[src/logic/core_settings.svh]
// Core sizing
`ifndef CORE_SETTINGS_SVH
`define CORE_SETTINGS_SVH

// Fetched instructions waiting for issue
`define INST_QUEUE_DEPTH 8

// In-flight instructions
// Must be a power of two
`define ROB_DEPTH 8

// Entries per ALU reservation station
`define RS_DEPTH 2

`endif

[src/logic/isa_pkg.sv]
// RV32I instruction set types
`default_nettype none

package isa_pkg;

    typedef logic [31:0] word_t;
    typedef logic [31:0] addr_t;
    typedef logic [4:0]  reg_id_t;

    // Major opcodes handled by the core
    localparam logic [6:0] OPC_OP     = 7'b0110011;
    localparam logic [6:0] OPC_OP_IMM = 7'b0010011;
    localparam logic [6:0] OPC_LUI    = 7'b0110111;

    typedef enum logic [3:0] {
        ALU_ADD,
        ALU_SUB,
        ALU_AND,
        ALU_OR,
        ALU_XOR,
        ALU_SLL,
        ALU_SRL,
        ALU_SRA,
        ALU_SLT,
        ALU_SLTU,
        ALU_LUI
    } alu_op_e;

endpackage

`default_nettype wire

[src/logic/ooo_pkg.sv]
// Out-of-order machinery types
`default_nettype none

`include "core_settings.svh"

package ooo_pkg;

    typedef logic [$clog2(`ROB_DEPTH)-1:0] rob_id_t;

    typedef struct packed {
        isa_pkg::word_t inst;
        isa_pkg::addr_t addr;
    } inst_entry_t;

    // Tag is only meaningful while busy
    typedef struct packed {
        logic           busy;
        rob_id_t        tag;
        isa_pkg::word_t value;
    } operand_t;

    typedef struct packed {
        isa_pkg::alu_op_e op;
        rob_id_t          dest;
        operand_t         src1;
        operand_t         src2;
        logic             use_imm;
        isa_pkg::word_t   imm;
    } rs_entry_t;

    typedef struct packed {
        logic             valid;
        isa_pkg::reg_id_t rd;
        isa_pkg::addr_t   addr;
        rob_id_t          tag;
    } rob_alloc_t;

    typedef struct packed {
        logic           valid;
        rob_id_t        tag;
        isa_pkg::word_t value;
    } cdb_t;

    typedef struct packed {
        logic             valid;
        isa_pkg::reg_id_t rd;
        isa_pkg::word_t   value;
        isa_pkg::addr_t   addr;
    } commit_t;

    typedef enum logic [1:0] {
        ROB_FREE,
        ROB_WAITING,
        ROB_DONE
    } rob_state_e;

endpackage

`default_nettype wire

[src/logic/reg_status.sv]
// Renaming register file
`timescale 1ns/1ps
`default_nettype none

module reg_status (
    input  logic                clk_in,
    input  logic                rst_n,
    input  logic                rdy_in,
    input  isa_pkg::reg_id_t    rs1_id,
    input  isa_pkg::reg_id_t    rs2_id,
    output ooo_pkg::operand_t   reg_read1,
    output ooo_pkg::operand_t   reg_read2,
    input  ooo_pkg::rob_alloc_t rob_alloc,
    input  ooo_pkg::commit_t    retire,
    input  ooo_pkg::rob_id_t    retire_tag
);
    import isa_pkg::*;
    import ooo_pkg::*;

    word_t   values [32];
    logic    busy   [32];
    rob_id_t tags   [32];

    // x0 reads as a ready zero
    assign reg_read1 = (rs1_id == '0) ? '0 : '{busy: busy[rs1_id], tag: tags[rs1_id],
                                               value: values[rs1_id]};
    assign reg_read2 = (rs2_id == '0) ? '0 : '{busy: busy[rs2_id], tag: tags[rs2_id],
                                               value: values[rs2_id]};

    always_ff @(posedge clk_in) begin
        if (!rst_n) begin
            for (int i = 0; i < 32; i++) begin
                values[i] <= '0;
                busy[i]   <= 1'b0;
            end
        end else if (rdy_in) begin
            if (retire.valid && retire.rd != '0) begin
                values[retire.rd] <= retire.value;
                // Stale tag leaves a newer rename alone
                if (tags[retire.rd] == retire_tag) begin
                    busy[retire.rd] <= 1'b0;
                end
            end
            // Allocation comes last so it wins for the same register
            if (rob_alloc.valid && rob_alloc.rd != '0) begin
                busy[rob_alloc.rd] <= 1'b1;
                tags[rob_alloc.rd] <= rob_alloc.tag;
            end
        end
    end

endmodule

`default_nettype wire

[config.mk]
export PLATFORM = sky130hd
export DESIGN_NAME = reg_status
export DESIGN_NICKNAME = d
export VERILOG_FILES = /design/src/logic/isa_pkg.sv /design/src/logic/ooo_pkg.sv /design/src/logic/reg_status.sv
export VERILOG_INCLUDE_DIRS = /design/src /design/src/logic
export SDC_FILE = /design/constraint.sdc
export NUM_CORES = 2
export LEC_CHECK = 0
export ABC_CLOCK_PERIOD_IN_PS = 5950
export CAP_MARGIN = 5
export CORE_AREA = 2 2 300 524
export DETAILED_ROUTE_END_ITERATION = 10
export DIE_AREA = 0 0 302 526
export DONT_BUFFER_PORTS = 1
export GPL_TIMING_DRIVEN = 0
export PLACE_DENSITY = 0.56
export SLEW_MARGIN = 5
export SYNTH_ARGS = -nofsm -noshare
export SYNTH_HDL_FRONTEND = slang
export SYNTH_SLANG_ARGS = --single-unit
export TNS_END_PERCENT = 5
[constraint.sdc]
create_clock -name clk_in -period 5.95 [get_ports clk_in]
set_input_delay 0.8925 -clock clk_in [delete_from_list [all_inputs] [get_ports clk_in]]
set_output_delay 0.8925 -clock clk_in [all_outputs]
set_load 0.005 [all_outputs]
==> results.cfg <==
[global_routing]
grt_max_degree = 33
overflow = 0
grt_use_total = 0.3237
grt_pass1_vias = 40320
grt_antenna_before_repair = 13
grt_pass1_wl_mm = 342.8

[clocking]
path_clk_slew_ns = 0.07
numClockSinks = 1152
cts_root_buf = clkbuf_16
clock_path_buffers = 3
h-tree-depth = 3
post_cts_buffers = 0
cts_tree = built
insertion_delay_ns = 0.78
ctsResizeCount = 0
cts_made_buffers = 111
hold_buffers = 0

[cells_and_area]
area_growth_pct = 12.56
drive_above_1_share = 0.2595
mostFrequentLayoutCells = 1,120 x edfxtp_1, 720 x mux4_2, 641 x and2_1
multi_input_area_um2 = 25860
num-nets-final = 4111
regArea_um2 = 34270
fillers = 13580
final_common_cell = edfxtp_1

[yosys]
synth-edff-count = 1120
ys.warnings.count = 0
ys_seq_elements = 1152
yosysTopAreaCellShare = 0.5469
syn_avg_cell_area_um2 = 16.21
yosysUniqueCellTypes = 35
async_reset_ff_frac = 0
syn_inst = 3794
synth_top_area_cell = edfxtp_1
synthFlopType = edfxtp_1
ys_seq_area_frac = 0.5573
synthTopCellsByArea = edfxtp_1 55%, mux4_2 26%, and2_1 6.5%
syn_area_um2 = 61500

[floorplanning]
pin_count = 199
dieArea_um2 = 158900
initial_utilization = 0.3977
num_rows = 191
die_x_um = 302
die_h_um = 526
coreArea_um2 = 154600

[hold_path]
hp-start = rob_alloc[2]
hold_path_class = in2reg

[detailed_routing]
first_pass_iters = 5
highest_layer = met5
ant_nets = 0
met1_length_mm = 77.95
routedWlPerCell_um = 42.01
via_per_inst = 6.472
dr_total_vias = 39530
drt_first_iter_violations = 5301
wl_mm = 256.6
dr_wl_met3_mm = 22.02
remaining_drc_errors = 0
wl_met2_mm = 127.1

[sta]
min_period_over_period = 1.018
max_slew_margin = -0.02612
slew_violations = 11
rsz0062_at_grt = no
final-hold-violation-count = 0
worst_slack_ns = -0.1066
setup_viol = 2
skew_ns = 0.04760
hold_ws_ns = 0.2112
min_period_ns = 6.057
fmax_mhz = 165.1
tightest_slew_ns = 1.539

[setup_path]
cpPeakStageDelay_ns = 1.14
cp_max_fo = 10
crit_start = rs2_id[1]
crit_arrival_ns = 5.16
r2r-start = tags[25][1]
cp-start-kind = input pin
path_class = in2out
required_ns = 5.06
cp-end-kind = output port
crit_path_cell_trace = clkbuf_2 -> clkbuf_1 -> clkbuf_1 -> mux4_2 -> mux4_2 -> mux2i_1 -> nor2_1
cp_slowest_cell = clkbuf_1

[run_status]
status = finished with violations
violations = max-capacitance violations, max-slew violations, negative setup slack

[pwr]
p_total_mw = 19.92
power_density_nw_per_um2 = 287.8
irDropWorstVdd_uv = 233.2
p_leak_nw = 24.01

[place]
portBuffers = 0
place_hpwl_mm = 190.3
place_congestion = 0.9620

[flow_run]
cap_violations = 1
==> cell type report <==
cell class	count	share of cell area
Timing Repair Buffer	43	0.01359
Clock buffer	132	0.04230
Buffer	446	0.02592
Clock inverter	71	0.01224
Tap cell	2026	0.03662
Multi-Input combinational cell	2225	0.3736
Antenna cell	8	0.0002892
Sequential cell	1152	0.4951
Inverter	5	0.0002711
==> power breakdown <==
group | total [mW] | internal, mW | leakage [nW] | switching, mW
logic | 2.83 | 1.05 | 11.3 | 1.78
clock network | 7.63 | 4.22 | 1.84 | 3.41
registers | 9.47 | 9.27 | 10.9 | 0.192
total | 19.9 | 14.5 | 24.0 | 5.37
==> registers in the layout, indices dropped and copies added, names as in the netlist <==
| signal | count |
|---|---|
| values | 1024 |
| tags | 96 |
| busy | 32 |
==> metrics by stage <==
stage | setup TNS (ns) | cell area [um^2] | setup WS [ns] | util | instances
global placement | -2020.74 | 64160 | -3.270 | 0.4149 | 5854
detailed placement | 0 | 65420 | 0.05110 | 0.4231 | 5897
finish | -0.1716 | 69220 | -0.1066 | 0.4477 | 6108
floorplan | 0 | 61620 | 0.9340 | - | 3828
CTS | 0 | 69200 | 0.04190 | 0.4475 | 6100
global route | 0 | 69200 | 0.08287 | 0.4476 | 6101
==> synth_stat cells, types with 25 or more instances <==
cell type     n
edfxtp_1   1120
mux4_2      720
and2_1      641
and3_1      356
clkbuf_1    343
nor2_1      141
mux2i_1     120
buf_2        67
a21oi_1      34
buf_1        32
dfxtp_1      32
a31oi_1      28
o21ai_0      25
==> per-layer routing <==
layer | GRT usage | vias up
li1 | - | 15500
met1 | 0.3374 | 20820
met2 | 0.5398 | 2450
met3 | 0.07013 | 759
met4 | 0.2995 | 6
met5 | 0 | -
==> logic make-up (layout without fill, tap and decap cells) <==
| logic type | Yosys count | count (layout) | synth area share |
|---|---|---|---|
| AOI/OAI and AO/OA | 115 | 115 | 0.01066 |
| buffers and inverters | 451 | 697 | 0.02920 |
| DFF | 1152 | 1152 | 0.5573 |
| muxes | 840 | 840 | 0.2832 |
| other | 1 | 43 | 0.00006098 |
| and+or+nand+nor | 1235 | 1235 | 0.1196 |
==> final timing paths <==
path | endpoint | slack, ns | cells after the start
min reg2reg | busy[0] | 0.54 | 1
max reg2reg | busy[11] | 2.85 | 7
max | reg_read2[31] | -0.11 | 7
min | tags[17][2] | 0.21 | 0
==> worst max-delay path, delay by kind of cell <==
kind                   cells  cell delay (ns)
buffers and inverters      3             2.63
multiplexers               3             1.49
AND/OR/NAND/NOR            1             0.11
No activity file was read; power rests on OpenSTA's default activity.
