File: config.mk
export PLATFORM = sky130hd
export DESIGN_NAME = inst_queue
export DESIGN_NICKNAME = d
export VERILOG_FILES = /design/src/logic/isa_pkg.sv /design/src/logic/ooo_pkg.sv /design/src/logic/inst_queue.sv
export VERILOG_INCLUDE_DIRS = /design/src /design/src/logic
export SDC_FILE = /design/constraint.sdc
export NUM_CORES = 1
export LEC_CHECK = 0
export BUFFER_PORTS_ARGS = -buffer_cell sky130_fd_sc_hd__buf_2
export CELL_PAD_IN_SITES_DETAIL_PLACEMENT = 0
export CELL_PAD_IN_SITES_GLOBAL_PLACEMENT = 2
export CORE_ASPECT_RATIO = 0.8
export CORE_UTILIZATION = 40
export CTS_CLUSTER_DIAMETER = 30
export DETAILED_ROUTE_END_ITERATION = 8
export PLACE_DENSITY = 0.65
export SYNTH_ARGS = -nofsm -noshare
export SYNTH_HDL_FRONTEND = slang
export SYNTH_SLANG_ARGS = --single-unit
File: constraint.sdc
create_clock -name clk_in -period 9.11 [get_ports clk_in]
set_input_delay 0.911 -clock clk_in [delete_from_list [all_inputs] [get_ports clk_in]]
set_output_delay 0.911 -clock clk_in [all_outputs]
set_load 0.02 [all_outputs]
File: src/logic/core_settings.svh
// Core sizing
`ifndef CORE_SETTINGS_SVH
`define CORE_SETTINGS_SVH

// Fetched instructions waiting for issue
`define INST_QUEUE_DEPTH 8

// In-flight instructions
// Must be a power of two
`define ROB_DEPTH 8

// Entries per ALU reservation station
`define RS_DEPTH 2

`endif

File: src/logic/isa_pkg.sv
// RV32I instruction set types
`default_nettype none

package isa_pkg;

    typedef logic [31:0] word_t;
    typedef logic [31:0] addr_t;
    typedef logic [4:0]  reg_id_t;

    // Major opcodes handled by the core
    localparam logic [6:0] OPC_OP     = 7'b0110011;
    localparam logic [6:0] OPC_OP_IMM = 7'b0010011;
    localparam logic [6:0] OPC_LUI    = 7'b0110111;

    typedef enum logic [3:0] {
        ALU_ADD,
        ALU_SUB,
        ALU_AND,
        ALU_OR,
        ALU_XOR,
        ALU_SLL,
        ALU_SRL,
        ALU_SRA,
        ALU_SLT,
        ALU_SLTU,
        ALU_LUI
    } alu_op_e;

endpackage

`default_nettype wire

File: src/logic/ooo_pkg.sv
// Out-of-order machinery types
`default_nettype none

`include "core_settings.svh"

package ooo_pkg;

    typedef logic [$clog2(`ROB_DEPTH)-1:0] rob_id_t;

    typedef struct packed {
        isa_pkg::word_t inst;
        isa_pkg::addr_t addr;
    } inst_entry_t;

    // Tag is only meaningful while busy
    typedef struct packed {
        logic           busy;
        rob_id_t        tag;
        isa_pkg::word_t value;
    } operand_t;

    typedef struct packed {
        isa_pkg::alu_op_e op;
        rob_id_t          dest;
        operand_t         src1;
        operand_t         src2;
        logic             use_imm;
        isa_pkg::word_t   imm;
    } rs_entry_t;

    typedef struct packed {
        logic             valid;
        isa_pkg::reg_id_t rd;
        isa_pkg::addr_t   addr;
        rob_id_t          tag;
    } rob_alloc_t;

    typedef struct packed {
        logic           valid;
        rob_id_t        tag;
        isa_pkg::word_t value;
    } cdb_t;

    typedef struct packed {
        logic             valid;
        isa_pkg::reg_id_t rd;
        isa_pkg::word_t   value;
        isa_pkg::addr_t   addr;
    } commit_t;

    typedef enum logic [1:0] {
        ROB_FREE,
        ROB_WAITING,
        ROB_DONE
    } rob_state_e;

endpackage

`default_nettype wire

File: src/logic/inst_queue.sv
// Instruction queue
`timescale 1ns/1ps
`default_nettype none

module inst_queue #(
    parameter int DEPTH = 8
) (
    input  logic                 clk_in,
    input  logic                 rst_n,
    input  logic                 rdy_in,
    input  logic                 wr_en,
    input  ooo_pkg::inst_entry_t wr_data,
    input  logic                 pop,
    output ooo_pkg::inst_entry_t head,
    output logic                 empty,
    output logic                 full
);
    import ooo_pkg::*;

    localparam int PTR_W = $clog2(DEPTH);
    localparam int CNT_W = PTR_W + 1;

    inst_entry_t      mem [DEPTH];
    logic [PTR_W-1:0] rd_ptr;
    logic [PTR_W-1:0] wr_ptr;
    logic [CNT_W-1:0] count;
    logic             push;
    logic             take;

    assign empty = (count == '0);
    assign full  = (count == CNT_W'(DEPTH));
    assign head  = mem[rd_ptr];

    // Strobes into a full queue are dropped
    assign push = rdy_in && wr_en && !full;
    assign take = rdy_in && pop && !empty;

    always_ff @(posedge clk_in) begin
        if (push) begin
            mem[wr_ptr] <= wr_data;
        end
    end

    always_ff @(posedge clk_in) begin
        if (!rst_n) begin
            rd_ptr <= '0;
            wr_ptr <= '0;
            count  <= '0;
        end else begin
            if (push) begin
                wr_ptr <= (wr_ptr == PTR_W'(DEPTH - 1)) ? '0 : wr_ptr + 1'b1;
            end
            if (take) begin
                rd_ptr <= (rd_ptr == PTR_W'(DEPTH - 1)) ? '0 : rd_ptr + 1'b1;
            end
            count <= count + CNT_W'(push) - CNT_W'(take);
        end
    end

endmodule

`default_nettype wire

==> Implementation_results.wiki <==
{| class="wikitable"
! Metric !! Value
|-
| CTS Root Cell || sky130_fd_sc_hd__clkbuf_16
|-
| Clock tree from TritonCTS || built
|-
| Area contributors post-synth || sky130_fd_sc_hd__edfxtp_1, sky130_fd_sc_hd__mux4_2, sky130_fd_sc_hd__mux2_2
|-
| IR Drop Worst-Case VDD || 0.0001660 V
|-
| Global-route wire length before repair || 61400 microns
|-
| Die Height || 201.6 microns
|-
| Number of enable flip-flop cells after synthesis || 512
|-
| Last weighted congestion value of the routability-driven placer || 0.6612
|-
| Final wirelength || approximately 40000 microns
|-
| Post-synthesis instance total || 816
|-
| Die area || approximately 0.051 sq mm
|-
| Post-synthesis cell type with the largest combined area || sky130_fd_sc_hd__edfxtp_1
|-
| Area growth from synthesis to layout || 24.64%
|-
| Worst min-delay path class || reg -> reg
|-
| Pin count of the biggest net entering global routing || 84
|-
| Worst hold margin || 0.4749 ns
|-
| Synth Cell Area || 0.01991 sq mm
|-
| Synth Net Count || 896
|-
| Routed length per instance || about 23 microns
|-
| Initial core utilization || 0.4086
|-
| Cells on worst reg2reg path || 6
|-
| Post-CTS setup buffers || 0
|-
| RSZ-0062 raised after global routing || no
|-
| Standby leakage power || 8.103 nW
|-
| Residual DRC || 0
|-
| Pwr Density || between 200 and 300 mW/mm^2
|-
| Run status || finished clean
|-
| Reg-to-Reg End || mem[7][29]
|-
| Ys async rst share || 0
|-
| Setup Crit Path Kind || reg -> out
|-
| Number of buffers added on ports || roughly 130
|-
| Worst Clk Skew || 0.01661 ns
|-
| Clk pin slew, worst setup/hold paths || 0.05 ns
|-
| Slew at the pin with the worst max-slew slack || around 1.1 ns
|-
| Die width || 251.5 microns
|-
| Worst-case headroom to the max-slew limit || 0.2978
|-
| Final critical-path share of the clock period || 0.4694
|-
| Total overflow reported by the global router || 0
|-
| Final Hold Viols || 0
|-
| DR vias || 9040
|-
| Area share of the largest cell type after synthesis || 0.7721
|-
| Number of distinct standard cells referenced by the synthesized netlist || 29
|-
| Vias in the first global route || 9818
|-
| Fill cell instance count of the final layout || between 3000 and 4000
|-
| Arrival time at the worst endpoint || around 3.4 ns
|-
| All-layer global routing usage || 0.1649
|-
| Clock latency on the worst-skew pair || around 0.63 ns
|-
| Vias per inst || 5.059
|-
| Most instantiated cells after synthesis || sky130_fd_sc_hd__edfxtp_1, sky130_fd_sc_hd__mux4_2, sky130_fd_sc_hd__mux2_2
|-
| Seq/Total Area, Yosys || 0.7851
|-
| Register-to-register setup slack || between 5 and 6 ns
|-
| Number of clock buffers inserted by TritonCTS || 100
|-
| Number of antenna violations at the first check in global routing || 8
|-
| H-tree level count || 3
|-
| Mean Syn Cell Area || 24.40 sq um
|-
| Most frequently used flop master after synthesis || sky130_fd_sc_hd__edfxtp_1
|-
| Endpoint kind of the worst setup timing path || primary output
|-
| Data required time of the critical path || 8.20 ns
|-
| Cell depth of the worst hold path || 2
|-
| Crit-path max FO || 83
|-
| Iteration count of the initial detailed-routing pass || 4
|-
| Number of primary I/O pins || 135
|-
| Reg-to-reg critical path startpoint || count[2]
|-
| Launch point of the worst hold path || rd_ptr[1]
|-
| Setup total negative slack || 0 ns
|-
| Final #Nets || 1114
|-
| DP HPWL || 20180 microns
|-
| Number of clock sinks || 525
|-
| Clock buffer depth || 3
|-
| Pins over their slew limit || 0
|-
| Final number of setup-violating endpoints || 0
|-
| Cell row count || 72
|-
| Final critical-path required period || roughly 4.3 ns
|-
| Maxcap violations || 0
|-
| Layout cell share with drive strength beyond 1 || 0.4732
|-
| Element type at the critical path start || flip-flop
|-
| Antenna Violating Nets Remaining || 0
|-
| Maximum clock frequency || 0.2338 GHz
|-
| Cts repair resizes || 0
|-
| Violation count after the first detailed-routing iteration || 426
|-
| Placeable Area || just under 0.05 sq mm
|-
| Synth Warn # || 0
|-
| Cts hold-fix bufs || 0
|-
| Synthesis-stage register bit count || 525
|-
| Most instantiated library cell after synthesis || sky130_fd_sc_hd__edfxtp_1
|}
==> worst max-delay path, stage by stage (launching register included) <==
cell and delay [ns]:
sky130_fd_sc_hd__dfxtp_4 0.98, sky130_fd_sc_hd__buf_12 0.64, sky130_fd_sc_hd__mux4_2 0.59, sky130_fd_sc_hd__mux2_2 0.30, sky130_fd_sc_hd__buf_2 0.16
==> how the worst max path moves through the flow <==
stage | to | slack (ns) | cells past startpoint
after global routing | head[2] | 4.52 | 4
after detailed placement | head[2] | 5.32 | 4
after floorplan | mem[4][0] | 0.63 | 2
after global placement | head[2] | 5.32 | 4
final | head[54] | 4.83 | 4
after CTS | head[2] | 4.64 | 4
==> logic make-up after synthesis <==
family	share of synthesized area
adders and majority gates	0.007288
DFF	0.7851
buffers and inverters	0.01319
xor gates and xnor gates	0.0004399
muxes	0.1845
AOI/OAI and AO/OA	0.0006282
and+or+nand+nor	0.008860
==> routing by layer <==
metal | part of all wire | wire length [microns] | vias to the layer above | GRT usage
met4 | 0.021 | 830 | 10 | 0.05205
met1 | 0.44 | 17630 | 4790 | 0.2144
met2 | 0.48 | 19570 | 196 | 0.2634
met3 | 0.056 | 2276 | 81 | 0.05330
met5 | 0.0015 | 61 | - | 0
li1 | - | - | 3963 | -
==> cells in the final DEF (no fill, tap or decap), types with 9 or more instances in the layout <==
cell type	count
sky130_fd_sc_hd__edfxtp_1	512
sky130_fd_sc_hd__buf_2	134
sky130_fd_sc_hd__mux4_2	128
sky130_fd_sc_hd__clkbuf_16	100
sky130_fd_sc_hd__mux2_2	64
sky130_fd_sc_hd__clkinv_2	23
sky130_fd_sc_hd__buf_4	18
sky130_fd_sc_hd__nand2_1	14
sky130_fd_sc_hd__clkinvlp_4	14
sky130_fd_sc_hd__bufinv_16	13
sky130_fd_sc_hd__ha_1	10
sky130_fd_sc_hd__dfxtp_1	10
sky130_fd_sc_hd__inv_6	9
==> cell type report <==
cell class / count / area, sq um / area share
clock buffers: 107 / 2529 / 0.1019
repair buffers: 153 / 825.8 / 0.03327
flip-flops and latches: 525 / 15650 / 0.6304
inverters: 7 / 26.28 / 0.001059
multi-input cells: 247 / 4063 / 0.1637
clock inverters: 79 / 890.9 / 0.03589
diodes: 3 / 7.507 / 0.0003024
well taps: 666 / 833.3 / 0.03357
==> where the power goes <==
group / switching [mW] / internal (mW)
combinational: 0.298 / 0.227
clock: 1.25 / 2.40
sequential: 0.0349 / 2.72
total: 1.59 / 5.35
==> state kept, by name (all words and copies together) (netlist names), named ones only <==
name	cells
rd_ptr	3
count	4
wr_ptr	3
mem	512
==> stage by stage <==
stage / instance area [sq um] / utilization / worst slack (ns) / power [mW] / instances
floorplan: 19910 / - / 0.6294 / 3.152 / 816
global placement: 21390 / 0.4390 / 5.322 / 3.336 / 1598
detailed placement: 21390 / 0.4390 / 5.319 / 3.340 / 1598
CTS: 24810 / 0.5091 / 4.642 / 7.022 / 1784
global route: 24820 / 0.5092 / 4.522 / 7.166 / 1785
finish: 24820 / 0.5093 / 4.833 / 6.931 / 1787
No activity file was read; power rests on OpenSTA's default activity.
