--- src/logic/core_settings.svh ---
// Core sizing
`ifndef CORE_SETTINGS_SVH
`define CORE_SETTINGS_SVH

// Fetched instructions waiting for issue
`define INST_QUEUE_DEPTH 8

// In-flight instructions
// Must be a power of two
`define ROB_DEPTH 8

// Entries per ALU reservation station
`define RS_DEPTH 2

`endif

--- src/logic/isa_pkg.sv ---
// RV32I instruction set types
`default_nettype none

package isa_pkg;

    typedef logic [31:0] word_t;
    typedef logic [31:0] addr_t;
    typedef logic [4:0]  reg_id_t;

    // Major opcodes handled by the core
    localparam logic [6:0] OPC_OP     = 7'b0110011;
    localparam logic [6:0] OPC_OP_IMM = 7'b0010011;
    localparam logic [6:0] OPC_LUI    = 7'b0110111;

    typedef enum logic [3:0] {
        ALU_ADD,
        ALU_SUB,
        ALU_AND,
        ALU_OR,
        ALU_XOR,
        ALU_SLL,
        ALU_SRL,
        ALU_SRA,
        ALU_SLT,
        ALU_SLTU,
        ALU_LUI
    } alu_op_e;

endpackage

`default_nettype wire

--- src/logic/ooo_pkg.sv ---
// Out-of-order machinery types
`default_nettype none

`include "core_settings.svh"

package ooo_pkg;

    typedef logic [$clog2(`ROB_DEPTH)-1:0] rob_id_t;

    typedef struct packed {
        isa_pkg::word_t inst;
        isa_pkg::addr_t addr;
    } inst_entry_t;

    // Tag is only meaningful while busy
    typedef struct packed {
        logic           busy;
        rob_id_t        tag;
        isa_pkg::word_t value;
    } operand_t;

    typedef struct packed {
        isa_pkg::alu_op_e op;
        rob_id_t          dest;
        operand_t         src1;
        operand_t         src2;
        logic             use_imm;
        isa_pkg::word_t   imm;
    } rs_entry_t;

    typedef struct packed {
        logic             valid;
        isa_pkg::reg_id_t rd;
        isa_pkg::addr_t   addr;
        rob_id_t          tag;
    } rob_alloc_t;

    typedef struct packed {
        logic           valid;
        rob_id_t        tag;
        isa_pkg::word_t value;
    } cdb_t;

    typedef struct packed {
        logic             valid;
        isa_pkg::reg_id_t rd;
        isa_pkg::word_t   value;
        isa_pkg::addr_t   addr;
    } commit_t;

    typedef enum logic [1:0] {
        ROB_FREE,
        ROB_WAITING,
        ROB_DONE
    } rob_state_e;

endpackage

`default_nettype wire

--- src/logic/cdb_arbiter.sv ---
// Common data bus arbiter
`timescale 1ns/1ps
`default_nettype none

module cdb_arbiter (
    input  logic          clk_in,
    input  logic          rst_n,
    input  logic          rdy_in,
    input  logic [1:0]    request,
    input  ooo_pkg::cdb_t result0,
    input  ooo_pkg::cdb_t result1,
    output logic [1:0]    grant,
    output ooo_pkg::cdb_t cdb
);
    // Set when station 1 held the bus last
    logic last_one;

    always_comb begin
        if (&request) begin
            grant = last_one ? 2'b01 : 2'b10;
        end else begin
            grant = request;
        end
    end

    assign cdb = grant[1] ? result1 : (grant[0] ? result0 : '0);

    always_ff @(posedge clk_in) begin
        if (!rst_n) begin
            last_one <= 1'b1;
        end else if (rdy_in && |grant) begin
            last_one <= grant[1];
        end
    end

endmodule

`default_nettype wire

--- config.mk ---
export PLATFORM = sky130hd
export DESIGN_NAME = cdb_arbiter
export DESIGN_NICKNAME = d
export VERILOG_FILES = /design/src/logic/isa_pkg.sv /design/src/logic/ooo_pkg.sv /design/src/logic/cdb_arbiter.sv
export VERILOG_INCLUDE_DIRS = /design/src /design/src/logic
export SDC_FILE = /design/constraint.sdc
export NUM_CORES = 1
export LEC_CHECK = 0
export ABC_AREA = 1
export BUFFER_PORTS_ARGS = -buffer_cell sky130_fd_sc_hd__buf_2
export CELL_PAD_IN_SITES_DETAIL_PLACEMENT = 2
export CELL_PAD_IN_SITES_GLOBAL_PLACEMENT = 2
export CORE_UTILIZATION = 10
export CTS_CLUSTER_SIZE = 40
export DETAILED_ROUTE_END_ITERATION = 6
export HOLD_SLACK_MARGIN = 0.02
export PLACE_DENSITY_LB_ADDON = 0.1
export SLEW_MARGIN = 20
export SYNTH_ARGS = -nofsm -noshare
export SYNTH_HDL_FRONTEND = slang
export SYNTH_SLANG_ARGS = --single-unit
--- constraint.sdc ---
create_clock -name clk_in -period 1.2 [get_ports clk_in]
set_clock_uncertainty 0.2 [all_clocks]
set_input_delay 0.12 -clock clk_in [delete_from_list [all_inputs] [get_ports clk_in]]
set_output_delay 0.12 -clock clk_in [all_outputs]
set_load 0.01 [all_outputs]
==> impl_metrics.xml <==
<?xml version="1.0" encoding="UTF-8"?>
<metrics>
  <group name="run_status">
    <metric name="run_status" unit="">finished with violations</metric>
    <metric name="failed_checks" unit="">setup timing</metric>
  </group>
  <group name="global_route">
    <metric name="globalRoute.totalOverflow" unit="">0</metric>
    <metric name="grt_pass1_wl" unit="um">6910</metric>
    <metric name="globalRouteTotalUtil" unit="%">11.8</metric>
    <metric name="grt_start_max_net_pins" unit="">40</metric>
    <metric name="initial_antenna_violation_count" unit="">0</metric>
    <metric name="first_global_vias" unit="">1430</metric>
  </group>
  <group name="critical_path">
    <metric name="r2r_setup_slack" unit="ns">0.14</metric>
    <metric name="worst-setup-path-type" unit="">reg2out</metric>
    <metric name="r2r_start" unit="">last_one$_SDFFE_PN1P_</metric>
    <metric name="endpoint" unit="">cdb[26]</metric>
    <metric name="critical_path_startpoint_category" unit="">register</metric>
    <metric name="regToRegEndpoint" unit="">last_one$_SDFFE_PN1P_</metric>
    <metric name="ff2ff_path_depth" unit="">4</metric>
    <metric name="worstPathRequired" unit="ns">0.88</metric>
    <metric name="timing.critical_path.arrival" unit="ns">0.92</metric>
    <metric name="crit_path_max_fanout" unit="">10</metric>
    <metric name="worst_setup_path_startpoint" unit="">last_one$_SDFFE_PN1P_</metric>
    <metric name="crit_path_capture_type" unit="">output port</metric>
  </group>
  <group name="place">
    <metric name="finalWeightedCongestion" unit="">0.672</metric>
    <metric name="placement.io_buffers" unit="">114</metric>
    <metric name="dp_hpwl" unit="um">3230</metric>
    <metric name="dp_slack" unit="ns">-0.0725</metric>
  </group>
  <group name="detailed_routing">
    <metric name="detailroute.via_count" unit="">1381</metric>
    <metric name="detail_route.wirelength" unit="um">4610</metric>
    <metric name="vias_per_cell" unit="">4.30</metric>
    <metric name="drt_first_pass_iters" unit="">3</metric>
    <metric name="dr.first_iter.drc_count" unit="">15</metric>
    <metric name="drc" unit="">0</metric>
    <metric name="antenna_left" unit="">0</metric>
    <metric name="wire_per_inst" unit="um">14.4</metric>
  </group>
  <group name="layout">
    <metric name="largest_register_ffs" unit="">1</metric>
    <metric name="antenna_cells_inserted" unit="">0</metric>
    <metric name="share_of_post_route_cells_with_drive_strength_above_1" unit="%">60.2</metric>
    <metric name="area.growth.synth_to_final" unit="%">141</metric>
    <metric name="layout.nets" unit="">323</metric>
    <metric name="largest_register" unit="">last_one</metric>
    <metric name="largest_registers" unit="">last_one (1)</metric>
    <metric name="utilization" unit="%">25.0</metric>
    <metric name="final.fill_count" unit="">798</metric>
  </group>
  <group name="timing">
    <metric name="fin_crit" unit="ns">1.24</metric>
    <metric name="timing.slew.headroom" unit="%">81.3</metric>
    <metric name="whs" unit="ns">0.122</metric>
    <metric name="setup_viol" unit="">33</metric>
    <metric name="timing_max_transition_violations_final" unit="">0</metric>
    <metric name="rsz0062_at_grt" unit="">true</metric>
    <metric name="hold_viol" unit="">0</metric>
    <metric name="setup_slack" unit="ns">-0.0445</metric>
    <metric name="max_slew.worst_pin.slew" unit="ns">0.280</metric>
    <metric name="achievable-frequency" unit="MHz">804</metric>
    <metric name="finalCritPeriodShare" unit="%">104</metric>
  </group>
  <group name="logic_synthesis">
    <metric name="netlist-cell-type-count" unit="">12</metric>
    <metric name="syn-instance-count" unit="">133</metric>
    <metric name="post_synth.cell_area_avg" unit="um2">4.99</metric>
    <metric name="ys.warnings.count" unit="">0</metric>
    <metric name="synth.ff_latch_count" unit="">1</metric>
    <metric name="post_synthesis_cell_area" unit="um2">663</metric>
    <metric name="synth_seq_area_share" unit="%">3.02</metric>
    <metric name="postSynthNetCount" unit="">210</metric>
  </group>
  <group name="pwr">
    <metric name="power.density" unit="nW/um2">438</metric>
    <metric name="p_sw_share" unit="%">46.9</metric>
    <metric name="leakage" unit="nW">0.958</metric>
    <metric name="p_total" unit="W">0.000700</metric>
    <metric name="intPower" unit="W">0.000371</metric>
    <metric name="largest_vdd_supply_drop" unit="uV">127</metric>
    <metric name="total_net_switching_power" unit="W">0.000328</metric>
    <metric name="power.share.clock" unit="%">0</metric>
    <metric name="sequential_share_of_power" unit="%">5.6</metric>
    <metric name="pwr-share-comb" unit="%">94.4</metric>
  </group>
  <group name="clocking">
    <metric name="post_cts_buffers" unit="">0</metric>
    <metric name="path_clk_slew" unit="ns">0</metric>
    <metric name="insertion_delay" unit="ns">0</metric>
  </group>
  <group name="hold_path">
    <metric name="hold_path_class" unit="">in2reg</metric>
  </group>
  <group name="floorplanning">
    <metric name="die_width" unit="um">83.4</metric>
    <metric name="std_cell_rows" unit="">29</metric>
    <metric name="io-pin-count" unit="">115</metric>
    <metric name="core_region_area" unit="um2">6390</metric>
    <metric name="floorplan.initialDensity" unit="%">10.4</metric>
    <metric name="die_area" unit="um2">6960</metric>
    <metric name="fp.dieH" unit="um">83.4</metric>
  </group>
  <group name="job">
    <metric name="maxCapViolCount" unit="">0</metric>
  </group>
</metrics>
[placed cells by master, fill, tap and decap left out]
master,instances
sky130_fd_sc_hd__buf_2,108
sky130_fd_sc_hd__nand3_1,61
sky130_fd_sc_hd__nand2_1,34
sky130_fd_sc_hd__nand3_2,13
sky130_fd_sc_hd__buf_6,7
sky130_fd_sc_hd__buf_12,5
sky130_fd_sc_hd__nand2_2,4
sky130_fd_sc_hd__clkbuf_16,3
sky130_fd_sc_hd__buf_4,2
sky130_fd_sc_hd__nand2_4,1
sky130_fd_sc_hd__and2_1,1
sky130_fd_sc_hd__inv_4,1
sky130_fd_sc_hd__nand2_8,1
sky130_fd_sc_hd__a21boi_1,1
sky130_fd_sc_hd__buf_16,1
sky130_fd_sc_hd__dfxtp_4,1
[power by group through the flow]
stage | clock network, W | registers (W) | logic, W
after floorplan | 0 | 0.0000375 | 0.000268
after global placement | 0 | 0.0000377 | 0.000561
after detailed placement | 0 | 0.0000377 | 0.000562
after CTS | 0 | 0.0000386 | 0.000580
after global routing | 0 | 0.0000398 | 0.000724
final | 0 | 0.0000395 | 0.000660
[cells in the mapped netlist]
| cell | number | area (um2) |
|---|---|---|
| sky130_fd_sc_hd__dfxtp_1 | 1 | 20.0 |
| sky130_fd_sc_hd__buf_2 | 4 | 20.0 |
| sky130_fd_sc_hd__inv_1 | 1 | 3.75 |
| sky130_fd_sc_hd__buf_6 | 2 | 22.5 |
| sky130_fd_sc_hd__clkbuf_1 | 1 | 3.75 |
| sky130_fd_sc_hd__nand3_1 | 74 | 370 |
| sky130_fd_sc_hd__buf_1 | 1 | 3.75 |
| sky130_fd_sc_hd__and2_1 | 1 | 6.26 |
| sky130_fd_sc_hd__buf_4 | 7 | 52.6 |
| sky130_fd_sc_hd__a21boi_0 | 1 | 7.51 |
| sky130_fd_sc_hd__nand2_1 | 39 | 146 |
| sky130_fd_sc_hd__nand2_2 | 1 | 6.26 |
[cell type report]
type / count / area [um2] / area share (%)
Inverter: 1 / 6.26 / 0.392
Multi-Input combinational cell: 116 / 633 / 39.7
Sequential cell: 1 / 23.8 / 1.49
Tap cell: 77 / 96.3 / 6.03
Timing Repair Buffer: 126 / 837 / 52.4
[worst min path at each step]
stage / endpoint / start / depth (start not counted)
after floorplan: last_one$_SDFFE_PN1P_ / rst_n / 1
after global placement: last_one$_SDFFE_PN1P_ / rst_n / 2
after detailed placement: last_one$_SDFFE_PN1P_ / rst_n / 2
after CTS: last_one$_SDFFE_PN1P_ / rst_n / 2
after global routing: last_one$_SDFFE_PN1P_ / rst_n / 2
final: last_one$_SDFFE_PN1P_ / rst_n / 2
[repair_timing]
| item | CTS | global route |
|---|---|---|
| gates resized for setup | 5 | 33 |
| hold buffers | 0 | 0 |
| pin swaps | 0 | 6 |
| endpoints found under the hold margin | 0 | 0 |
| gates cloned | 1 | 3 |
| endpoints found under the setup margin | 38 | 38 |
[worst max-delay path, stage by stage, from the launching register on]
cell	delay, ns
sky130_fd_sc_hd__dfxtp_4	0.34
sky130_fd_sc_hd__inv_4	0.08
sky130_fd_sc_hd__nand2_8	0.08
sky130_fd_sc_hd__clkbuf_16	0.17
sky130_fd_sc_hd__nand3_1	0.06
sky130_fd_sc_hd__nand2_1	0.05
sky130_fd_sc_hd__buf_2	0.13
[cells by family (layout without fill, tap and decap cells)]
group           Yosys count  in the layout  synth area share, %
compound gates            1              1                 1.13
buf+inv                  16            127                 16.0
flops                     1              1                 3.02
simple gates            115            115                 79.8
[through the flow]
| step | TNS (ns) | instance area, um2 | std cells |
|---|---|---|---|
| floorplan | 0 | 663 | 133 |
| global placement | -1.86 | 1340 | 317 |
| detailed placement | -2.05 | 1340 | 317 |
| CTS | -1.84 | 1380 | 318 |
| global route | -2.27 | 1600 | 321 |
| finish | -0.629 | 1600 | 321 |
[routing by layer]
metal / global-route usage (%) / part of all wire [%] / wire length, um / up-vias
met5: 0 / 0 / 0 / -
met4: 0 / 0 / 0 / 0
met3: 1.69 / 7.5 / 346 / 0
met2: 21.4 / 49 / 2260 / 60
met1: 15.8 / 43 / 2000 / 635
li1: - / - / - / 686
No activity file was read; power rests on OpenSTA's default activity.
