$ cat src/logic/core_settings.svh
// Core sizing
`ifndef CORE_SETTINGS_SVH
`define CORE_SETTINGS_SVH

// Fetched instructions waiting for issue
`define INST_QUEUE_DEPTH 8

// In-flight instructions
// Must be a power of two
`define ROB_DEPTH 8

// Entries per ALU reservation station
`define RS_DEPTH 2

`endif

$ cat src/logic/isa_pkg.sv
// RV32I instruction set types
`default_nettype none

package isa_pkg;

    typedef logic [31:0] word_t;
    typedef logic [31:0] addr_t;
    typedef logic [4:0]  reg_id_t;

    // Major opcodes handled by the core
    localparam logic [6:0] OPC_OP     = 7'b0110011;
    localparam logic [6:0] OPC_OP_IMM = 7'b0010011;
    localparam logic [6:0] OPC_LUI    = 7'b0110111;

    typedef enum logic [3:0] {
        ALU_ADD,
        ALU_SUB,
        ALU_AND,
        ALU_OR,
        ALU_XOR,
        ALU_SLL,
        ALU_SRL,
        ALU_SRA,
        ALU_SLT,
        ALU_SLTU,
        ALU_LUI
    } alu_op_e;

endpackage

`default_nettype wire

$ cat src/logic/ooo_pkg.sv
// Out-of-order machinery types
`default_nettype none

`include "core_settings.svh"

package ooo_pkg;

    typedef logic [$clog2(`ROB_DEPTH)-1:0] rob_id_t;

    typedef struct packed {
        isa_pkg::word_t inst;
        isa_pkg::addr_t addr;
    } inst_entry_t;

    // Tag is only meaningful while busy
    typedef struct packed {
        logic           busy;
        rob_id_t        tag;
        isa_pkg::word_t value;
    } operand_t;

    typedef struct packed {
        isa_pkg::alu_op_e op;
        rob_id_t          dest;
        operand_t         src1;
        operand_t         src2;
        logic             use_imm;
        isa_pkg::word_t   imm;
    } rs_entry_t;

    typedef struct packed {
        logic             valid;
        isa_pkg::reg_id_t rd;
        isa_pkg::addr_t   addr;
        rob_id_t          tag;
    } rob_alloc_t;

    typedef struct packed {
        logic           valid;
        rob_id_t        tag;
        isa_pkg::word_t value;
    } cdb_t;

    typedef struct packed {
        logic             valid;
        isa_pkg::reg_id_t rd;
        isa_pkg::word_t   value;
        isa_pkg::addr_t   addr;
    } commit_t;

    typedef enum logic [1:0] {
        ROB_FREE,
        ROB_WAITING,
        ROB_DONE
    } rob_state_e;

endpackage

`default_nettype wire

$ cat src/logic/issue.sv
// Decode and dispatch
`timescale 1ns/1ps
`default_nettype none

module issue (
    input  logic                 rdy_in,
    input  ooo_pkg::inst_entry_t head,
    input  logic                 empty,
    output logic                 pop,
    output isa_pkg::reg_id_t     rs1_id,
    output isa_pkg::reg_id_t     rs2_id,
    input  ooo_pkg::operand_t    reg_read1,
    input  ooo_pkg::operand_t    reg_read2,
    input  ooo_pkg::operand_t    rob_read1,
    input  ooo_pkg::operand_t    rob_read2,
    input  logic                 rob_full,
    input  ooo_pkg::rob_id_t     rob_tail,
    output ooo_pkg::rob_alloc_t  rob_alloc,
    input  logic [1:0]           station_full,
    output logic [1:0]           dispatch,
    output ooo_pkg::rs_entry_t   dispatch_entry
);
    import isa_pkg::*;
    import ooo_pkg::*;

    word_t    inst;
    alu_op_e  op;
    logic     use_imm;
    word_t    imm;
    operand_t src1;
    operand_t src2;
    logic     go;

    // Register value unless its producer is still pending
    function automatic operand_t merge(input operand_t reg_side, input operand_t rob_side);
        operand_t opd;
        opd = reg_side;
        if (reg_side.busy && !rob_side.busy) begin
            opd.busy  = 1'b0;
            opd.value = rob_side.value;
        end
        return opd;
    endfunction

    assign inst   = head.inst;
    assign rs1_id = inst[19:15];
    assign rs2_id = inst[24:20];

    always_comb begin
        op      = ALU_ADD;
        use_imm = 1'b0;
        imm     = '0;
        case (inst[6:0])
            OPC_LUI: begin
                op      = ALU_LUI;
                use_imm = 1'b1;
                imm     = {inst[31:12], 12'b0};
            end
            OPC_OP, OPC_OP_IMM: begin
                use_imm = (inst[6:0] == OPC_OP_IMM);
                imm     = {{20{inst[31]}}, inst[31:20]};
                case (inst[14:12])
                    3'b000:  op = (!use_imm && inst[30]) ? ALU_SUB : ALU_ADD;
                    3'b001:  op = ALU_SLL;
                    3'b010:  op = ALU_SLT;
                    3'b011:  op = ALU_SLTU;
                    3'b100:  op = ALU_XOR;
                    3'b101:  op = inst[30] ? ALU_SRA : ALU_SRL;
                    3'b110:  op = ALU_OR;
                    default: op = ALU_AND;
                endcase
            end
            default: ;
        endcase
    end

    // Fields reused as immediate bits never wait on a producer
    always_comb begin
        src1 = merge(reg_read1, rob_read1);
        src2 = merge(reg_read2, rob_read2);
        if (op == ALU_LUI) begin
            src1.busy = 1'b0;
        end
        if (use_imm) begin
            src2.busy = 1'b0;
        end
    end

    assign go  = rdy_in && !empty && !rob_full && !(&station_full);
    assign pop = go;

    // Station 0 first, station 1 when 0 is full
    assign dispatch = !go ? 2'b00 : (station_full[0] ? 2'b10 : 2'b01);

    assign rob_alloc = '{valid: go, rd: inst[11:7], addr: head.addr, tag: rob_tail};

    assign dispatch_entry = '{op: op, dest: rob_tail, src1: src1, src2: src2,
                              use_imm: use_imm, imm: imm};

endmodule

`default_nettype wire

$ cat config.mk
export PLATFORM = sky130hd
export DESIGN_NAME = issue
export DESIGN_NICKNAME = d
export VERILOG_FILES = /design/src/logic/isa_pkg.sv /design/src/logic/ooo_pkg.sv /design/src/logic/issue.sv
export VERILOG_INCLUDE_DIRS = /design/src /design/src/logic
export SDC_FILE = /design/constraint.sdc
export NUM_CORES = 1
export LEC_CHECK = 0
export BUFFER_PORTS_ARGS = -buffer_cell sky130_fd_sc_hd__buf_2
export CORE_AREA = 2 2 147 149
export DETAILED_ROUTE_END_ITERATION = 10
export DIE_AREA = 0 0 149 151
export PLACE_DENSITY = 0.36
export SLEW_MARGIN = 0
export SYNTH_ARGS = -nofsm -noshare
export SYNTH_HDL_FRONTEND = slang
export SYNTH_SLANG_ARGS = --single-unit
$ cat constraint.sdc
create_clock -name vclk -period 1
set_clock_uncertainty 0.05 [all_clocks]
set_input_delay 0.1 -clock vclk [all_inputs]
set_output_delay 0.1 -clock vclk [all_outputs]
set_load 0.03 [all_outputs]
==> impl_metrics.tcl, run 1 <==
set metrics [dict create \
    yosys.cell_types.count 25 \
    worstPathMaxFanout 4 \
    yosysTopAreaCell "mux2_2" \
    avgSynthCellArea_um2 8.25 \
    core_um2 20800 \
    gp_congestion 0.719 \
    max_cap_violations 0 \
    hold-worst-slack_ps 150 \
    setup_viol 107 \
    cp_slowest_cell "or2_4" \
    slew_headroom_pct 78.8 \
    synthCells 223 \
    ant_nets 0 \
    nets 686 \
    synth_fp_nets 439 \
    powerDensity_nw_per_um2 482 \
    grt_first_pass_wirelength_um 14600 \
    final_cell_mix "buf_2 (168), buf_6 (119), mux2_4 (64)" \
    p_leak_nw 2.40 \
    grt_overflow_total 0 \
    cpMostUsedCell "buf_6" \
    rows 53 \
    layout_worst_path_cycle_share_pct 129 \
    ys_warn_count 0 \
    finalCoreUtilization_pct 22.6 \
    n_sequential_cell 0 \
    die_w_um 149 \
    nClkBuffers 0 \
    rsz0062_at_grt "yes" \
    cp-start-kind "primary input" \
    routed-via-count 2502 \
    drc 0 \
    grt_usage_pct 8.34 \
    placed_cell_area_um2 3750 \
    ioPinCount 382 \
    wl_met3_um 1180 \
    fmax_mhz 774 \
    cp_cell_sequence "buf_6, nand4b_4, or2_4, buf_6, o211a_1, buf_6" \
    fin_setup_tns_ps -21920 \
    critPathArrivalTime_ps 1140 \
    hold_viol_final 0 \
    dp_hpwl_um 8950 \
    stdcell_area_um2 4710 \
    netlist_area_um2 1840 \
    met1_length_um 3930 \
    ir_drop_mv 0.133 \
    grt_max_degree 20 \
    fin_ws_ps -292 \
    critical_path_class "in2out" \
    n_antenna_cell 0 \
    post-route-min-period_ps 1290 \
    syn2layout_area_growth_pct 156 \
    whs_path_depth 0 \
    slowest_delay_ps 290 \
    worst_ep_required_time_ps 850 \
    die_h_um 151 \
    avgViaCountPerCell 3.37 \
    cp-end-kind "primary output" \
    hold_path.class "in2out" \
    top_layer_used "met4" \
    avgRoutedWirePerCell_um 14.1 \
    post-place-ws_ps -483 \
    die_area_um2 22500 \
    grt_antenna_before_repair 0 \
    drive_gt1_share_pct 92.7 \
    drt_pass1_iterations 4 \
    violations "negative setup slack" \
    seqCellArea_um2 0 \
    start_util_pct 8.83 \
    worst_pin_slew_ps 316 \
    routed_wl_um 10500 \
    slew_violations 0 \
    first_global_vias 2494 \
    dr.first_iter.drc_count 27 \
    ys_top_cells_by_area "mux2_2 (37%), buf_4 (26%), a21oi_2 (8.1%)" \
    status "finished with violations" \
    portBuffers 281 \
    wl_met2_um 5260 \
    seq_area_frac_synth_pct 0 \
    layout_commonest_cell "buf_2" \
    synth_top_area_share_pct 36.7 \
]
## cells by family after synthesis
family	share of synthesized area, %
AOI/OAI and AO/OA	11.9
muxes	39.8
buffers and inverters	32.6
and+or+nand+nor	15.7
## critical path, delay by kind of cell
kind	cells	cell delay (ps)
and+or+nand+nor	2	450
buffers and inverters	3	370
AOI/OAI and AO/OA	1	210
## metal layers
layer | up-vias | global-route usage (%)
met5 | - | 0
met4 | 0 | 0.857
met3 | 10 | 2.80
met2 | 173 | 15.3
met1 | 1127 | 9.69
li1 | 1192 | -
## final cells by class
cell class	instances	area (um2)
fillers	2281	16100
repair buffers	321	2630
multi-input cells	146	1730
well taps	275	344
inverters	1	3.75
## cell usage after synthesis
library cell	count
buf_4	64
nor2_1	8
and2_1	14
buf_6	9
nor2b_1	2
a21oi_1	5
o211ai_1	1
a21oi_2	17
nor3_2	1
or2_1	1
mux2_1	5
clkbuf_1	1
o211a_1	1
mux2_2	60
nand2_1	21
o21ai_0	2
nand4b_4	1
clkbuf_2	2
inv_2	1
or3b_1	1
a21boi_0	1
nor4_2	1
nand2_2	1
o311a_1	1
nand2b_1	2
## per-stage QoR
step / total power [mW] / cells
after floorplan: 1.53 / 223
after global placement: 1.86 / 734
after detailed placement: 1.85 / 734
after CTS: 2.32 / 747
after global routing: 2.39 / 743
final: 2.27 / 743
## power breakdown
part	leakage [nW]	internal [mW]	switching, mW
sequential	0	0	0
combinational	2.40	1.19	1.08
clock	0	0	0
## worst paths after layout
| kind | from | endpoint | slack (ps) |
|---|---|---|---|
| worst max-delay path | head[38] | dispatch_entry[68] | -290 |
| worst min-delay path | head[12] | rob_alloc[15] | 150 |
## repair_timing
item / 4_1_cts / 5_1_grt
gates resized for setup: 237 / 21
pin swaps: 3 / 3
endpoints found under the setup margin: 107 / 107
endpoints found under the hold margin: 0 / 0
setup buffers: 8 / 4
cloned: 5 / 0
hold buffers: 0 / 0
(Power assumes the default switching activity.)
==> run 2, diff against run 1 <==
--- a/config.mk
+++ b/config.mk
@@ -8,4 +8,5 @@
 export LEC_CHECK = 0
 export BUFFER_PORTS_ARGS = -buffer_cell sky130_fd_sc_hd__buf_2
+export CAP_MARGIN = 25
 export CORE_AREA = 2 2 147 149
 export DETAILED_ROUTE_END_ITERATION = 10
==> constraint.sdc (replaced) <==
create_clock -name vclk -period 1
set_clock_uncertainty 0.05 [all_clocks]
set_input_delay 0.2 -clock vclk [all_inputs]
set_output_delay 0.2 -clock vclk [all_outputs]
set_load 0.03 [all_outputs]
==> run 2 against run 1 <==
The flow still finishes with violations (negative setup slack). Global-route usage hardly changed. Maximum frequency is 15% lower. Combinational power rose by 2%. Worst setup slack got worse by 220 ps. Non-clock buffer count up 10. Hold slack improved by 200 ps. Flip-flop and latch count stayed put. Routed wire length is 0.24% higher. Core utilization rose by 0.56 points. Sequential share of layout area is the same. Critical path depth is 1 higher. Critical endpoint is now dispatch_entry[18].
==> impl_metrics.tcl, run 2 (synthesis results as in run 1) <==
set metrics [dict create \
    status "finished with violations" \
    violations "negative setup slack" \
    slew_headroom_pct 78.0 \
    placed_cell_area_um2 3890 \
    seqCellArea_um2 0 \
    worst_ep_required_time_ps 750 \
    layout.cells.non_filler 753 \
    drc 0 \
    grt_first_pass_wirelength_um 14700 \
    worstPathMaxFanout 5 \
    final_cell_mix "buf_2 (168), buf_6 (113), mux2_4 (64)" \
    ioPinCount 382 \
    syn2layout_area_growth_pct 162 \
    cp-start-kind "primary input" \
    fin_setup_tns_ps -42810 \
    nClkBuffers 0 \
    min_from "reg_read2[34]" \
    start_util_pct 8.83 \
    nets 696 \
    cp-end-kind "primary output" \
    slew_violations 0 \
    cp_cell_sequence "buf_6, nand4b_4, or2_4, buf_12, buf_12, a21oi_4, buf_6" \
    fin_ws_ps -513 \
    whs_path_depth 0 \
    critical_path_class "in2out" \
    max_cap_violations 0 \
    worst-path-buf-inv 4 \
    slowest_delay_ps 280 \
    die_w_um 149 \
    rsz0062_at_grt "yes" \
    cp_slowest_cell "or2_4" \
    avgRoutedWirePerCell_um 13.9 \
    hold_viol_final 0 \
    critPathArrivalTime_ps 1260 \
    p_leak_nw 2.48 \
    gp_congestion 0.760 \
    grt_overflow_total 0 \
    grt_max_degree 14 \
    n_antenna_cell 0 \
    worst_pin_slew_ps 328 \
    setup_viol 107 \
    num-fill-cells 2278 \
    post-route-min-period_ps 1510 \
    hold_path.class "in2out" \
    routed-via-count 2525 \
    layout_commonest_cell "buf_2" \
    path_delay_family "buffers and inverters" \
    fmax_mhz 661 \
    grt_usage_pct 8.34 \
    n_sequential_cell 0 \
    routed_wl_um 10500 \
    dp_hpwl_um 9040 \
    die_area_um2 22500 \
    avgViaCountPerCell 3.35 \
    ir_drop_mv 0.137 \
    portBuffers 281 \
    post-place-ws_ps -662 \
    core_um2 20800 \
    die_h_um 151 \
    hold-worst-slack_ps 350 \
    drt_pass1_iterations 4 \
    dr.first_iter.drc_count 41 \
    drive_gt1_share_pct 93.1 \
    hold_path_end "dispatch_entry[67]" \
    cts_hold_buf 0 \
    ant_nets 0 \
    dp.cells 743 \
    first_global_vias 2606 \
    layout_worst_path_cycle_share_pct 151 \
    grt_antenna_before_repair 0 \
    rows 53 \
    stdcell_area_um2 4820 \
    powerDensity_nw_per_um2 479 \
]
==> run 2: cell count changes in the layout (fill, tap and decap cells not counted) <==
cell / delta
and2_1: -1
buf_8: -4
buf_6: -6
buf_4: +13
a21boi_4: +1
a21boi_2: -1
a21oi_2: +2
and2_2: -9
a21oi_4: -2
buf_12: +7
and2_4: +10
==> run 2: how the worst max path moves through the flow <==
stage | start | to | slack [ps] | cells past startpoint
after floorplan | head[38] | dispatch_entry[110] | -400 | 4
after global placement | head[38] | dispatch_entry[18] | -650 | 7
after detailed placement | head[38] | dispatch_entry[25] | -660 | 7
after CTS | head[38] | dispatch_entry[110] | -520 | 6
after global routing | head[38] | dispatch_entry[110] | -560 | 6
final | head[38] | dispatch_entry[18] | -510 | 7
==> run 2: routing by layer <==
metal  up-vias  wire (um)  part of all wire [%]  global-route usage, %
met5         -          0                     0                      0
met4         0         28                  0.27                  0.381
met3         6       1040                   9.9                   2.14
met2       161       5340                    51                   15.4
met1      1147       4080                    39                   10.2
li1       1211          -                     -                      -
==> run 2: layout make-up <==
| class | instances | area (um2) | share of cell area (%) |
|---|---|---|---|
| inverter | 1 | 3.75 | 0.0778 |
| multi-input combinational | 146 | 1740 | 36.1 |
| tap | 275 | 344 | 7.13 |
| timing repair buffer | 331 | 2740 | 56.7 |
==> run 2: repair_timing <==
action	4_1_cts	5_1_grt
cloned	5	0
pin swaps	4	3
gates resized for setup	232	6
setup buffers	7	3
setup endpoints to repair	107	107
==> run 2: where the power goes <==
part / internal, mW / switching (mW) / total, mW
clock: 0 / 0 / 0
combinational: 1.22 / 1.09 / 2.31
sequential: 0 / 0 / 0
==> run 2: through the flow <==
| stage | power (mW) | util [%] |
|---|---|---|
| finish | 2.31 | 23.2 |
| global route | 2.44 | 23.2 |
| CTS | 2.35 | 23.4 |
| detailed placement | 1.89 | 18.7 |
| global placement | 1.89 | 18.7 |
| floorplan | 1.55 | - |
